`src/lidar_config.svh`:
```
`ifndef LIDAR_CONFIG_SVH
`define LIDAR_CONFIG_SVH

// clocks per serial bit at the default baud rate
`define LIDAR_CLKS_PER_BIT 868

// packet sync bytes
`define LIDAR_HEADER_A 8'h55
`define LIDAR_HEADER_B 8'hAA

// samples below this distance count as an obstacle
`define LIDAR_OBS_DISTANCE 16'h0400

// leading samples that feed the obstacle bitmap
`define LIDAR_ALERT_SAMPLES 16

// one divider iteration per numerator bit
`define LIDAR_DIV_STEPS 32

`endif

```
`src/lidar_pkg.sv`:
```
`default_nettype none

package lidar_pkg;

    typedef logic [7:0]  byte_t;
    typedef logic [7:0]  count_t;
    typedef logic [15:0] dist_t;
    typedef logic [15:0] angle_t;
    typedef logic [31:0] prod_t;
    typedef logic [15:0] alert_t;

    // packet parser states, in field order
    typedef enum logic [3:0] {
        HUNT_A, HUNT_B, GET_CT,
        GET_FSA_LO, GET_FSA_HI, GET_LSA_LO, GET_LSA_HI,
        GET_LO, GET_HI,
        DIV_MIN, DIV_MAX, REPORT
    } pkt_state_e;

endpackage

`default_nettype wire

```
`src/scan_if.sv`:
```
`timescale 1ns/10ps
`default_nettype none

// samples from the parser to the statistics block
interface sample_if
    import lidar_pkg::*;
();
    logic   scan_clear;
    logic   sample_valid;
    dist_t  sample;
    count_t sample_index;

    modport fsm   (output scan_clear, sample_valid, sample, sample_index);
    modport stats (input  scan_clear, sample_valid, sample, sample_index);
endinterface

// division requests from the parser to the shared divider
interface div_if
    import lidar_pkg::*;
();
    logic   start;
    prod_t  numerator;
    count_t denominator;
    logic   busy;
    logic   done;
    angle_t quotient;

    modport fsm (output start, numerator, denominator, input  busy, done, quotient);
    modport div (input  start, numerator, denominator, output busy, done, quotient);
endinterface

`default_nettype wire

```
`src/baud_timer.sv`:
```
`timescale 1ns/10ps
`default_nettype none
`include "lidar_config.svh"

module baud_timer #(
    parameter int CLKS_PER_BIT = `LIDAR_CLKS_PER_BIT
) (
    input  logic clk,
    input  logic TxD_reset,
    input  logic bit_start,
    input  logic bit_enable,
    output logic sample_tick
);

    localparam int CW = $clog2(CLKS_PER_BIT);

    logic [CW-1:0] count;

    assign sample_tick = bit_enable && (count == '0);

    always_ff @(posedge clk) begin
        if (TxD_reset) begin
            count <= '0;
        end else if (bit_start) begin
            // first tick lands in the middle of the start bit
            count <= CW'(CLKS_PER_BIT / 2 - 1);
        end else if (bit_enable) begin
            if (count == '0) begin
                count <= CW'(CLKS_PER_BIT - 1);
            end else begin
                count <= count - 1'b1;
            end
        end
    end

endmodule

`default_nettype wire

```
`src/uart_rx.sv`:
```
`timescale 1ns/10ps
`default_nettype none
`include "lidar_config.svh"

module uart_rx
    import lidar_pkg::*;
#(
    parameter int CLKS_PER_BIT = `LIDAR_CLKS_PER_BIT
) (
    input  logic  clk,
    input  logic  TxD_reset,
    input  logic  serial_in,
    output byte_t byte_data,
    output logic  byte_valid
);

    typedef enum logic [1:0] {RX_IDLE, RX_START, RX_DATA, RX_STOP} rx_phase_e;

    rx_phase_e  phase;
    logic       rx_meta;
    logic       rx_sync;
    logic [2:0] bit_cnt;
    logic       bit_start;
    logic       bit_enable;
    logic       sample_tick;

    // falling edge on an idle line
    assign bit_start  = (phase == RX_IDLE) && !rx_sync;
    assign bit_enable = (phase != RX_IDLE);

    baud_timer #(
        .CLKS_PER_BIT(CLKS_PER_BIT)
    ) u_baud_timer (
        .clk        (clk),
        .TxD_reset  (TxD_reset),
        .bit_start  (bit_start),
        .bit_enable (bit_enable),
        .sample_tick(sample_tick)
    );

    // line idles high
    always_ff @(posedge clk) begin
        if (TxD_reset) begin
            rx_meta <= 1'b1;
            rx_sync <= 1'b1;
        end else begin
            rx_meta <= serial_in;
            rx_sync <= rx_meta;
        end
    end

    always_ff @(posedge clk) begin
        if (TxD_reset) begin
            phase      <= RX_IDLE;
            bit_cnt    <= '0;
            byte_valid <= 1'b0;
        end else begin
            byte_valid <= 1'b0;
            case (phase)
                RX_IDLE: begin
                    if (bit_start) begin
                        phase <= RX_START;
                    end
                end
                RX_START: begin
                    // line back high at mid start bit means a glitch
                    if (sample_tick) begin
                        phase   <= rx_sync ? RX_IDLE : RX_DATA;
                        bit_cnt <= '0;
                    end
                end
                RX_DATA: begin
                    if (sample_tick) begin
                        // lsb first
                        byte_data <= {rx_sync, byte_data[7:1]};
                        bit_cnt   <= bit_cnt + 1'b1;
                        if (bit_cnt == 3'd7) begin
                            phase <= RX_STOP;
                        end
                    end
                end
                RX_STOP: begin
                    if (sample_tick) begin
                        byte_valid <= rx_sync;
                        phase      <= RX_IDLE;
                    end
                end
                default: phase <= RX_IDLE;
            endcase
        end
    end

    // a whole frame separates two bytes
    a_single_byte_strobe: assert property (
        @(posedge clk) disable iff (TxD_reset) byte_valid |=> !byte_valid
    );

endmodule

`default_nettype wire

```
`src/packet_fsm.sv`:
```
`timescale 1ns/10ps
`default_nettype none
`include "lidar_config.svh"

module packet_fsm
    import lidar_pkg::*;
(
    input  logic   clk,
    input  logic   TxD_reset,
    input  byte_t  byte_data,
    input  logic   byte_valid,
    input  count_t min_index,
    input  count_t max_index,
    sample_if.fsm  sample_bus,
    div_if.fsm     div_bus,
    output logic   result_valid,
    output angle_t min_angle,
    output angle_t max_angle
);

    pkt_state_e state;
    count_t     ct;
    angle_t     fsa;
    angle_t     lsa;
    byte_t      lo_byte;
    count_t     idx;
    logic       div_launched;
    angle_t     span;
    angle_t     result_angle;
    count_t     pick_index;

    // scan span wraps at 16 bits
    assign span         = lsa - fsa;
    assign result_angle = fsa + div_bus.quotient;
    assign pick_index   = (state == DIV_MIN) ? min_index : max_index;
    assign result_valid = (state == REPORT);

    always_ff @(posedge clk) begin
        if (TxD_reset) begin
            state                   <= HUNT_A;
            idx                     <= '0;
            div_launched            <= 1'b0;
            sample_bus.scan_clear   <= 1'b0;
            sample_bus.sample_valid <= 1'b0;
            div_bus.start           <= 1'b0;
        end else begin
            sample_bus.scan_clear   <= 1'b0;
            sample_bus.sample_valid <= 1'b0;
            div_bus.start           <= 1'b0;
            case (state)
                DIV_MIN, DIV_MAX: begin
                    // hold off until the last sample has reached the statistics
                    if (!div_launched && !sample_bus.sample_valid && !div_bus.busy) begin
                        div_bus.start       <= 1'b1;
                        div_bus.numerator   <= prod_t'(pick_index) * prod_t'(span);
                        div_bus.denominator <= ct - count_t'(1);
                        div_launched        <= 1'b1;
                    end
                    if (div_bus.done) begin
                        div_launched <= 1'b0;
                        if (state == DIV_MIN) begin
                            min_angle <= result_angle;
                            state     <= DIV_MAX;
                        end else begin
                            max_angle <= result_angle;
                            state     <= REPORT;
                        end
                    end
                end
                REPORT: state <= HUNT_A;
                default: begin
                    if (byte_valid) begin
                        case (state)
                            HUNT_A: begin
                                if (byte_data == `LIDAR_HEADER_A) begin
                                    state <= HUNT_B;
                                end
                            end
                            HUNT_B: begin
                                // second sync byte must follow at once
                                if (byte_data == `LIDAR_HEADER_B) begin
                                    state                 <= GET_CT;
                                    sample_bus.scan_clear <= 1'b1;
                                end else begin
                                    state <= HUNT_A;
                                end
                            end
                            GET_CT: begin
                                // fewer than two samples gives no span
                                if (byte_data < count_t'(2)) begin
                                    state <= HUNT_A;
                                end else begin
                                    ct    <= byte_data;
                                    state <= GET_FSA_LO;
                                end
                            end
                            GET_FSA_LO: begin
                                lo_byte <= byte_data;
                                state   <= GET_FSA_HI;
                            end
                            GET_FSA_HI: begin
                                fsa   <= {byte_data, lo_byte};
                                state <= GET_LSA_LO;
                            end
                            GET_LSA_LO: begin
                                lo_byte <= byte_data;
                                state   <= GET_LSA_HI;
                            end
                            GET_LSA_HI: begin
                                lsa   <= {byte_data, lo_byte};
                                idx   <= '0;
                                state <= GET_LO;
                            end
                            GET_LO: begin
                                lo_byte <= byte_data;
                                state   <= GET_HI;
                            end
                            GET_HI: begin
                                sample_bus.sample       <= {byte_data, lo_byte};
                                sample_bus.sample_index <= idx;
                                sample_bus.sample_valid <= 1'b1;
                                idx                     <= idx + 1'b1;
                                state <= (idx == ct - count_t'(1)) ? DIV_MIN : GET_LO;
                            end
                            default: state <= HUNT_A;
                        endcase
                    end
                end
            endcase
        end
    end

    // the shared divider takes one request at a time
    a_start_when_idle: assert property (
        @(posedge clk) disable iff (TxD_reset) div_bus.start |-> !div_bus.busy
    );

    a_result_one_cycle: assert property (
        @(posedge clk) disable iff (TxD_reset) result_valid |=> !result_valid
    );

endmodule

`default_nettype wire

```
`src/scan_stats.sv`:
```
`timescale 1ns/10ps
`default_nettype none
`include "lidar_config.svh"

module scan_stats
    import lidar_pkg::*;
(
    input  logic    clk,
    input  logic    TxD_reset,
    sample_if.stats sample_bus,
    output count_t  min_index,
    output count_t  max_index,
    output alert_t  alert_bits
);

    dist_t min_dist;
    dist_t max_dist;
    logic  use_sample;
    logic  near;

    // zero means no return
    assign use_sample = sample_bus.sample_valid && (sample_bus.sample != '0);
    assign near       = sample_bus.sample < dist_t'(`LIDAR_OBS_DISTANCE);

    always_ff @(posedge clk) begin
        if (TxD_reset || sample_bus.scan_clear) begin
            min_dist   <= '1;
            max_dist   <= '0;
            min_index  <= '0;
            max_index  <= '0;
            alert_bits <= '0;
        end else if (use_sample) begin
            // strict compares keep the earlier index on a tie
            if (sample_bus.sample < min_dist) begin
                min_dist  <= sample_bus.sample;
                min_index <= sample_bus.sample_index;
            end
            if (sample_bus.sample > max_dist) begin
                max_dist  <= sample_bus.sample;
                max_index <= sample_bus.sample_index;
            end
            if (sample_bus.sample_index < count_t'(`LIDAR_ALERT_SAMPLES)) begin
                alert_bits <= {near, alert_bits[$bits(alert_t)-1:1]};
            end
        end
    end

endmodule

`default_nettype wire

```
`src/angle_divider.sv`:
```
`timescale 1ns/10ps
`default_nettype none
`include "lidar_config.svh"

module angle_divider
    import lidar_pkg::*;
(
    input  logic clk,
    input  logic TxD_reset,
    div_if.div   div_bus
);

    localparam int CW = $clog2(`LIDAR_DIV_STEPS + 1);

    logic [CW-1:0]         steps_left;
    prod_t                 num_q;
    count_t                den_q;
    count_t                rem_q;
    angle_t                quo_q;
    logic [$bits(count_t):0] shifted;
    logic                  fits;

    // partial remainder stays below the denominator, so 8 bits hold it
    assign shifted          = {rem_q, num_q[$bits(prod_t)-1]};
    assign fits             = shifted >= {1'b0, den_q};
    assign div_bus.busy     = (steps_left != '0);
    assign div_bus.quotient = quo_q;

    always_ff @(posedge clk) begin
        if (TxD_reset) begin
            steps_left   <= '0;
            div_bus.done <= 1'b0;
        end else begin
            div_bus.done <= (steps_left == CW'(1));
            if (div_bus.start) begin
                steps_left <= CW'(`LIDAR_DIV_STEPS);
                num_q      <= div_bus.numerator;
                den_q      <= div_bus.denominator;
                rem_q      <= '0;
                quo_q      <= '0;
            end else if (div_bus.busy) begin
                steps_left <= steps_left - 1'b1;
                num_q      <= num_q << 1;
                rem_q      <= fits ? count_t'(shifted - {1'b0, den_q}) : shifted[7:0];
                // only the low quotient bits survive
                quo_q      <= {quo_q[$bits(angle_t)-2:0], fits};
            end
        end
    end

    a_nonzero_divisor: assert property (
        @(posedge clk) disable iff (TxD_reset) div_bus.start |-> (div_bus.denominator != '0)
    );

endmodule

`default_nettype wire

```
`src/lidar_scan_top.sv`:
```
`timescale 1ns/10ps
`default_nettype none
`include "lidar_config.svh"

module lidar_scan_top
    import lidar_pkg::*;
#(
    parameter int CLKS_PER_BIT = `LIDAR_CLKS_PER_BIT
) (
    input  logic   clk,
    input  logic   TxD_reset,
    input  logic   serial_in,
    output logic   result_valid,
    output angle_t min_angle,
    output angle_t max_angle,
    output alert_t obs_alert
);

    byte_t  byte_data;
    logic   byte_valid;
    count_t min_index;
    count_t max_index;

    sample_if sample_bus ();
    div_if    div_bus ();

    uart_rx #(
        .CLKS_PER_BIT(CLKS_PER_BIT)
    ) u_uart_rx (
        .clk       (clk),
        .TxD_reset (TxD_reset),
        .serial_in (serial_in),
        .byte_data (byte_data),
        .byte_valid(byte_valid)
    );

    packet_fsm u_packet_fsm (
        .clk         (clk),
        .TxD_reset   (TxD_reset),
        .byte_data   (byte_data),
        .byte_valid  (byte_valid),
        .min_index   (min_index),
        .max_index   (max_index),
        .sample_bus  (sample_bus.fsm),
        .div_bus     (div_bus.fsm),
        .result_valid(result_valid),
        .min_angle   (min_angle),
        .max_angle   (max_angle)
    );

    scan_stats u_scan_stats (
        .clk       (clk),
        .TxD_reset (TxD_reset),
        .sample_bus(sample_bus.stats),
        .min_index (min_index),
        .max_index (max_index),
        .alert_bits(obs_alert)
    );

    angle_divider u_angle_divider (
        .clk      (clk),
        .TxD_reset(TxD_reset),
        .div_bus  (div_bus.div)
    );

endmodule

`default_nettype wire

```
`config.mk`:
```
export PLATFORM = sky130hd
export DESIGN_NAME = lidar_scan_top
export DESIGN_NICKNAME = d
export VERILOG_FILES = /design/src/lidar_pkg.sv /design/src/scan_if.sv /design/src/baud_timer.sv /design/src/uart_rx.sv /design/src/packet_fsm.sv /design/src/scan_stats.sv /design/src/angle_divider.sv /design/src/lidar_scan_top.sv
export VERILOG_INCLUDE_DIRS = /design/src
export SDC_FILE = /design/constraint.sdc
export NUM_CORES = 1
export LEC_CHECK = 0
export ABC_CLOCK_PERIOD_IN_PS = 8700
export BUFFER_PORTS_ARGS = -buffer_cell sky130_fd_sc_hd__buf_4
export CAP_MARGIN = 10
export CORE_AREA = 5 5 280 282
export DETAILED_ROUTE_END_ITERATION = 10
export DIE_AREA = 0 0 285 287
export PLACE_DENSITY_LB_ADDON = 0.12
export SLEW_MARGIN = 15
export SYNTH_ARGS = -nofsm -noshare
export SYNTH_HDL_FRONTEND = slang
export SYNTH_SLANG_ARGS = --single-unit
```
`constraint.sdc`:
```
create_clock -name clk -period 8.7 [get_ports clk]
set_input_delay 0.435 -clock clk [delete_from_list [all_inputs] [get_ports clk]]
set_output_delay 0.435 -clock clk [all_outputs]
set_load 0.005 [all_outputs]
```
==> flow_summary.toml, run 1 <==
[grt]
grt_pass1_vias = 13031
use_met3 = 0.01911
grt_usage = 0.1174
top_usage_layer = "met2"
gr-total-overflow = 0
grt_pass1_wl_um = 76630
use_met1 = 0.1661
antenna_found_initial = 0
grtUsageMet2 = 0.1892
grt_max_degree = 73

[sta]
skew_ps = 58.39
setup_viol = 0
period_needed_ps = 7007
slew_viol_final = 0
maxSlewHeadroom = 0.2303
max_freq_ghz = 0.1427
fin_crit_sh = 0.8054
finalHoldViolations = 0
grt_setup_unrepaired = "no"
worst_pin_slew_ps = 1155
layout_setup_ws_ps = 1693
setup_tns_ps = 0

[power_and_ir_drop]
power_density_mw_per_mm2 = 197.0
p_leak_nw = 8.898
power_w = 0.004298
ir_drop_uv = 128.2

[clock_network]
path_clk_slew_ps = 60
h-tree-depth = 2
cts_buffer_depth = 3
cts_setup_buffers = 0
clock-sinks = 313
clk_latency_ps = 600
cts_tree = "built"
cts-root-buf = "clkbuf_16"
numCtsBuffers = 41

[route]
via_per_inst = 4.507
ant_nets = 0
drt_iter0_markers = 898
first_pass_iters = 5
routedWlPerCell_um = 17.14
vias = 12705
drt_wl_total_um = 48330
drc = 0

[setup_path]
end_kind = "flip-flop"
cp.arrival_ps = 7290
cp-start-kind = "flip-flop"
critical_path.max_fanout = 8
worstSetupPathType = "flip-flop to flip-flop"
cp.required_ps = 8990

[floorplanning]
row_count = 101
num_io_pins = 52
die-area_mm2 = 0.08180
initial_core_util = 0.2483
core_area_mm2 = 0.07544
die_y_um = 287
die_w_um = 285

[place]
dp_slack_ps = 1738
portBuffers = 51
gp_congestion = 0.7789
place_hpwl_um = 34800

[yosys]
synth_top_flop_cell = "edfxtp_1"
async_flop_share = 0
synth_top_cell_area_share = 0.3334
synth_edf_count = 208
yosysSeqAreaShare = 0.4456
synthesis.nets = 1960
ys_seq_elements = 313
yosys.area.top_type = "edfxtp_1"
avgSynthCellArea_um2 = 10.73
ys_types = 88
synth_cells = 1746
yosys_warnings = 0
synth_area_leaders = "edfxtp_1 33%, dfxtp_1 11%, fa_1 9.3%"
synth_area_mm2 = 0.01873

[worst_hold_path]
min_path_type = "input pin to flip-flop"

[layout]
n_fill_cell = 7781
n_antenna_cell = 0
mostFrequentLayoutCells = "220 x nor2_1, 208 x edfxtp_1, 181 x inv_1, 124 x ha_1, 104 x dfxtp_1"
nets = 2023
syn2layout_area_growth_pct = 16.43
drive_gt1_frac = 0.1211
mostFrequentLayoutCell = "nor2_1"

[status]
status = "finished, final reports clean"

[flow_run]
max_cap_violations = 0
==> cell type report <==
cell class / count / area (um^2) / area share
Tap cell: 978 / 1224 / 0.05610
Clock inverter: 23 / 330.3 / 0.01514
Clock buffer: 52 / 1129 / 0.05174
Sequential cell: 313 / 8349 / 0.3828
Multi-Input combinational cell: 1191 / 9505 / 0.4358
Inverter: 185 / 694.4 / 0.03184
Timing Repair Buffer: 77 / 580.6 / 0.02662
==> critical path, stage by stage (launching register included) <==
cell	delay [ps]
edfxtp_1	410
ha_1	240
fa_1	460
nor2b_1	160
o2111ai_1	160
a31oi_1	190
o21ai_1	130
nor2b_1	200
xor2_1	660
nand2b_1	210
fa_1	410
inv_1	100
fa_1	450
fa_1	510
fa_1	490
ha_1	380
and3_1	210
and3_1	190
or4_1	400
a211oi_1	340
o21bai_1	140
a21oi_1	200
xnor2_1	80
==> through the flow <==
step                      cell area, um^2  hold slack [ps]  utilization  std cells
after floorplan                     18730            389.5            -       1746
after global placement              20340            403.0       0.2696       2743
after detailed placement            20340            404.5       0.2696       2743
after CTS                           21810            249.2       0.2891       2819
after global routing                21810            286.2       0.2891       2819
final                               21810            283.5       0.2891       2819
==> cells in the mapped netlist (5+ instances only) <==
cell type / number
nor3_1: 27
nor4_1: 15
o311ai_1: 9
clkbuf_1: 42
mux2i_1: 57
nand2b_1: 31
xor2_1: 26
a31oi_1: 10
or2_2: 9
nand2_1: 75
ha_1: 124
or3_1: 6
nor2_1: 223
and4_1: 6
o21a_1: 15
buf_2: 9
o21ai_1: 16
o21ai_0: 19
nor3b_1: 5
xnor2_1: 39
dfxtp_1: 105
o31ai_1: 13
mux2_2: 27
edfxtp_1: 208
o31a_1: 5
inv_1: 181
nand3_1: 41
a211oi_1: 16
a21o_1: 20
a21oi_1: 90
nor2b_1: 47
o21bai_1: 7
and3_1: 15
fa_1: 87
o211ai_1: 25
nand4_1: 19
==> state kept, by name, indices dropped and copies added (netlist names), 10 cells and up, named ones only <==
name / count
u_packet_fsm.sample_bus.sample: 16
u_angle_divider.div_bus.quotient: 16
u_uart_rx.u_baud_timer.count: 10
u_packet_fsm.max_angle: 16
u_packet_fsm.div_bus.numerator: 24
u_scan_stats.max_dist: 16
u_packet_fsm.fsa: 16
u_scan_stats.alert_bits: 16
u_angle_divider.num_q: 32
u_packet_fsm.min_angle: 16
u_packet_fsm.lsa: 16
u_scan_stats.min_dist: 16
==> worst paths after layout <==
kind,start,to,slack [ps],depth (start not counted)
min reg2reg,u_uart_rx.rx_meta$_SDFF_PP1_,u_uart_rx.rx_sync$_SDFF_PP1_,410,1
max,u_packet_fsm.fsa[0]$_DFFE_PP_,u_packet_fsm.div_bus.numerator[18]$_DFFE_PP_,1690,22
max reg2reg,u_packet_fsm.fsa[0]$_DFFE_PP_,u_packet_fsm.div_bus.numerator[18]$_DFFE_PP_,1690,22
min,TxD_reset,u_packet_fsm.idx[0]$_SDFFE_PP0P_,280,2
==> power breakdown <==
part           total (W)  switching [W]  internal [W]
Combinational   0.000649       0.000366      0.000282
Sequential       0.00185      0.0000643       0.00178
Clock            0.00180       0.000716       0.00109
==> repair_timing <==
| action | 4_1_cts | 5_1_grt |
|---|---|---|
| hold buffers | 1 | 0 |
| resized for setup | 0 | 0 |
| endpoints found under the hold margin | 1 | 0 |
==> cells by family (layout without fill, tap and decap cells) <==
group,after synthesis,after routing,share of synthesized area
and+or+nand+nor,548,548,0.1455
DFF,313,313,0.4456
AOI/OAI and AO/OA,275,275,0.09965
buffers and inverters,242,337,0.04996
adders and majority gates,211,211,0.1758
muxes,90,90,0.05109
xor gates and xnor gates,67,67,0.03246
==> layer usage <==
| metal | wire (um) | part of all wire |
|---|---|---|
| met5 | 0 | 0 |
| met4 | 1008 | 0.021 |
| met3 | 1581 | 0.033 |
| met2 | 21940 | 0.45 |
| met1 | 23800 | 0.49 |
No activity file was read; power rests on OpenSTA's default activity.
==> run 2: changes to the inputs <==
ABC_AREA = 1   (was not set)
ABC_CLOCK_PERIOD_IN_PS = 6800   (was 8700)
CORE_AREA = 5 5 277 279   (was 5 5 280 282)
DIE_AREA = 0 0 282 284   (was 0 0 285 287)
clock period = 6.8 ns   (was 8.7 ns; I/O delays follow)
==> run 2 against run 1 <==
  * Core utilization is 0.38 points lower
  * Worst hold slack worse by 99 ps
  * Maximum frequency is 13% higher
  * Synthesized cell count is 12% higher
  * Critical path type unchanged
==> flow_summary.toml, run 2 <==
[yosys]
synth_top_cell_area_share = 0.3425
yosys_warnings = 0
ys_seq_elements = 313
yosysMostFrequentCell = "nand2_1"
async_flop_share = 0
synth_area_leaders = "edfxtp_1 34%, dfxtp_1 12%, fa_1 9.6%"
yosysSeqAreaShare = 0.4578
ys_types = 53
synthesis.nets = 2176
synth_cells = 1962
synth_top_flop_cell = "edfxtp_1"
synth_edf_count = 208
synth_top_cells_by_count = "327 x nand2_1, 298 x inv_1, 263 x nor2_1, 208 x edfxtp_1, 142 x a21oi_1"
avgSynthCellArea_um2 = 9.295
synth_area_mm2 = 0.01824
yosys.area.top_type = "edfxtp_1"

[layout]
mostFrequentLayoutCells = "327 x nand2_1, 298 x inv_1, 259 x nor2_1, 208 x edfxtp_1, 141 x a21oi_1"
mostFrequentLayoutCell = "nand2_1"
seqCellArea_mm2 = 0.008349
reg_top3 = "u_angle_divider.num_q: 32 flops, u_packet_fsm.div_bus.numerator: 24 flops"
nets = 2237
regMostFlops = "u_angle_divider.num_q"
instances_no_fill = 3027
drive_gt1_frac = 0.08609
largest_reg_flops = 32
syn2layout_area_growth_pct = 15.71
n_fill_cell = 7825
multiInputGateArea_mm2 = 0.008564

[route]
maxUsedRoutingLayer = "met4"
drt_wl_total_um = 46700
wl_met1_um = 22140
ant_nets = 0
routedWlPerCell_um = 15.43
met2_length_um = 22140
first_pass_iters = 5
vias = 13084
drc = 0
drt_iter0_markers = 623
routed-wl-met3_um = 1527
via_per_inst = 4.322

[sta]
setup_tns_ps = 0
setup_viol = 0
period_needed_ps = 6187
skew_ps = 22.66
grt_setup_unrepaired = "no"
slew_viol_final = 0
fin_crit_sh = 0.9099
finalHoldViolations = 0
worst_pin_slew_ps = 1049
max_freq_ghz = 0.1616
maxSlewHeadroom = 0.2956

[grt]
grt_pass1_vias = 13548
grt_max_degree = 58
gr-total-overflow = 0
grt_pass1_wl_um = 75910
antenna_found_initial = 4
grt_usage = 0.1180

[floorplanning]
die_w_um = 282
initial_core_util = 0.2466
die-area_mm2 = 0.08009
die_y_um = 284
core_area_mm2 = 0.07395
row_count = 100
num_io_pins = 52

[setup_path]
reg2reg_depth = 20
critical_path.max_fanout = 6
slowest_stage = "fa_1"
cp.required_ps = 7110
critPathMaxStageDelay_ps = 540
cpMostUsedCell = "fa_1"
cp_cell_sequence = "ha_1 -> fa_1 -> o21ai_2 -> a21oi_1 -> o21a_1 -> xnor2_1 -> inv_1 -> nor2_1 -> fa_1 -> fa_1 -> fa_1 -> inv_1 -> fa_1 -> inv_1 -> ha_1 -> a21oi_1 -> o21ai_0 -> a221oi_1 -> o211ai_1 -> xor2_1"
cp.arrival_ps = 6500
worstSetupPathType = "flip-flop to flip-flop"
cp-start-kind = "flip-flop"
end_kind = "flip-flop"

[power_and_ir_drop]
p_leak_nw = 9.294
p_sw_frac = 0.2828
p_sw_w = 0.001545
ir_drop_uv = 156.8
clockPowerShare = 0.397
power_frac_comb = 0.164
power_density_mw_per_mm2 = 258.8
pwr-share-seq = 0.440
p_int_w = 0.003917

[place]
place_hpwl_um = 34400
dp_cells = 2948
gp_congestion = 0.7811
portBuffers = 51

[clock_network]
h-tree-depth = 2
ctsResizeCount = 0
cts_tree = "built"
numCtsBuffers = 41
clock-sinks = 313
path_clk_slew_ps = 60
cts-root-buf = "clkbuf_16"
cts_buffer_depth = 3
clk_latency_ps = 570

[flow_run]
max_cap_violations = 0

[worst_hold_path]
min_path_type = "input pin to flip-flop"
holdPathStages = 2

[status]
status = "finished, final reports clean"
## run 2: cell count changes after synthesis, moves of 27 or more
| cell | before | now |
|---|---|---|
| nand2_1 | 75 | 327 |
| nor2_1 | 223 | 263 |
| mux2_2 | 27 | 0 |
| nor2b_1 | 47 | 0 |
| inv_1 | 181 | 298 |
| mux2i_1 | 57 | 0 |
| nand3_1 | 41 | 79 |
| a21oi_1 | 90 | 142 |
| o21ai_0 | 19 | 77 |
| nand2b_1 | 31 | 0 |
## run 2: area by class of cell
| type | count | share of cell area |
|---|---|---|
| diodes | 2 | 0.0002372 |
| clock buffers | 49 | 0.05105 |
| clock inverters | 27 | 0.01257 |
| inverters | 307 | 0.05461 |
| multi-input cells | 1297 | 0.4059 |
| flip-flops and latches | 313 | 0.3957 |
| well taps | 969 | 0.05746 |
| repair buffers | 63 | 0.02253 |
## run 2: repair_timing
| action | in CTS | in global routing |
|---|---|---|
| hold buffers | 1 | 0 |
| endpoints found under the hold margin | 1 | 0 |
| setup endpoints to repair | 0 | 0 |
| buffers inserted | 0 | 0 |
## run 2: final timing paths
| check | from | endpoint | slack [ps] |
|---|---|---|---|
| max | u_packet_fsm.fsa[0]$_DFFE_PP_ | u_packet_fsm.div_bus.numerator[21]$_DFFE_PP_ | 610 |
| max reg2reg | u_packet_fsm.fsa[0]$_DFFE_PP_ | u_packet_fsm.div_bus.numerator[21]$_DFFE_PP_ | 610 |
| min | TxD_reset | u_packet_fsm.div_bus.start$_SDFF_PN0_ | 180 |
| min reg2reg | u_uart_rx.rx_meta$_SDFF_PP1_ | u_uart_rx.rx_sync$_SDFF_PP1_ | 410 |
## run 2: critical path, delay by kind of cell (launching register included)
kind,cells,cell delay (ps)
simple gates,1,180
compound gates,7,1510
xor+xnor,2,430
flops,1,420
fa+ha+maj,7,3110
buf+inv,3,290
## run 2: power groups by stage
stage               combinational (W)  sequential (W)  clock, W
global route                  0.00103         0.00242   0.00234
detailed placement           0.000908         0.00244         0
CTS                          0.000912         0.00240   0.00227
global placement             0.000895         0.00244         0
finish                       0.000894         0.00240   0.00217
floorplan                    0.000691         0.00242         0
## run 2: kinds of logic (layout without fill, tap and decap cells)
group                    Yosys count  after routing  share of synthesized area
adder cells (fa/ha/maj)          211            211                     0.1806
other                              0              2                          0
flip-flops                       313            313                     0.4578
XOR/XNOR                          57             57                    0.02902
AO/OA/AOI/OAI                    269            269                    0.08137
AND/OR/NAND/NOR                  760            760                     0.1758
buffers and inverters            352            446                    0.07547
## run 2: layer usage
layer  track usage  vias up
met5             0        -
met4       0.02889        0
met3       0.01950       52
met2        0.1958      163
met1        0.1610     6312
li1              -     6557
## run 2: metrics by stage
stage / hold slack, ps / total power [W] / setup WS [ps] / instance area (um^2) / util
after floorplan: 389.5 / 0.003112 / 1236 / 18240 / -
after global placement: 403.4 / 0.003337 / 676.5 / 19740 / 0.2670
after detailed placement: 397.7 / 0.003348 / 607.7 / 19740 / 0.2670
after CTS: 147.7 / 0.005585 / 586.5 / 21100 / 0.2853
after global routing: 166.4 / 0.005797 / 193.6 / 21100 / 0.2853
final: 184.6 / 0.005461 / 612.5 / 21100 / 0.2854
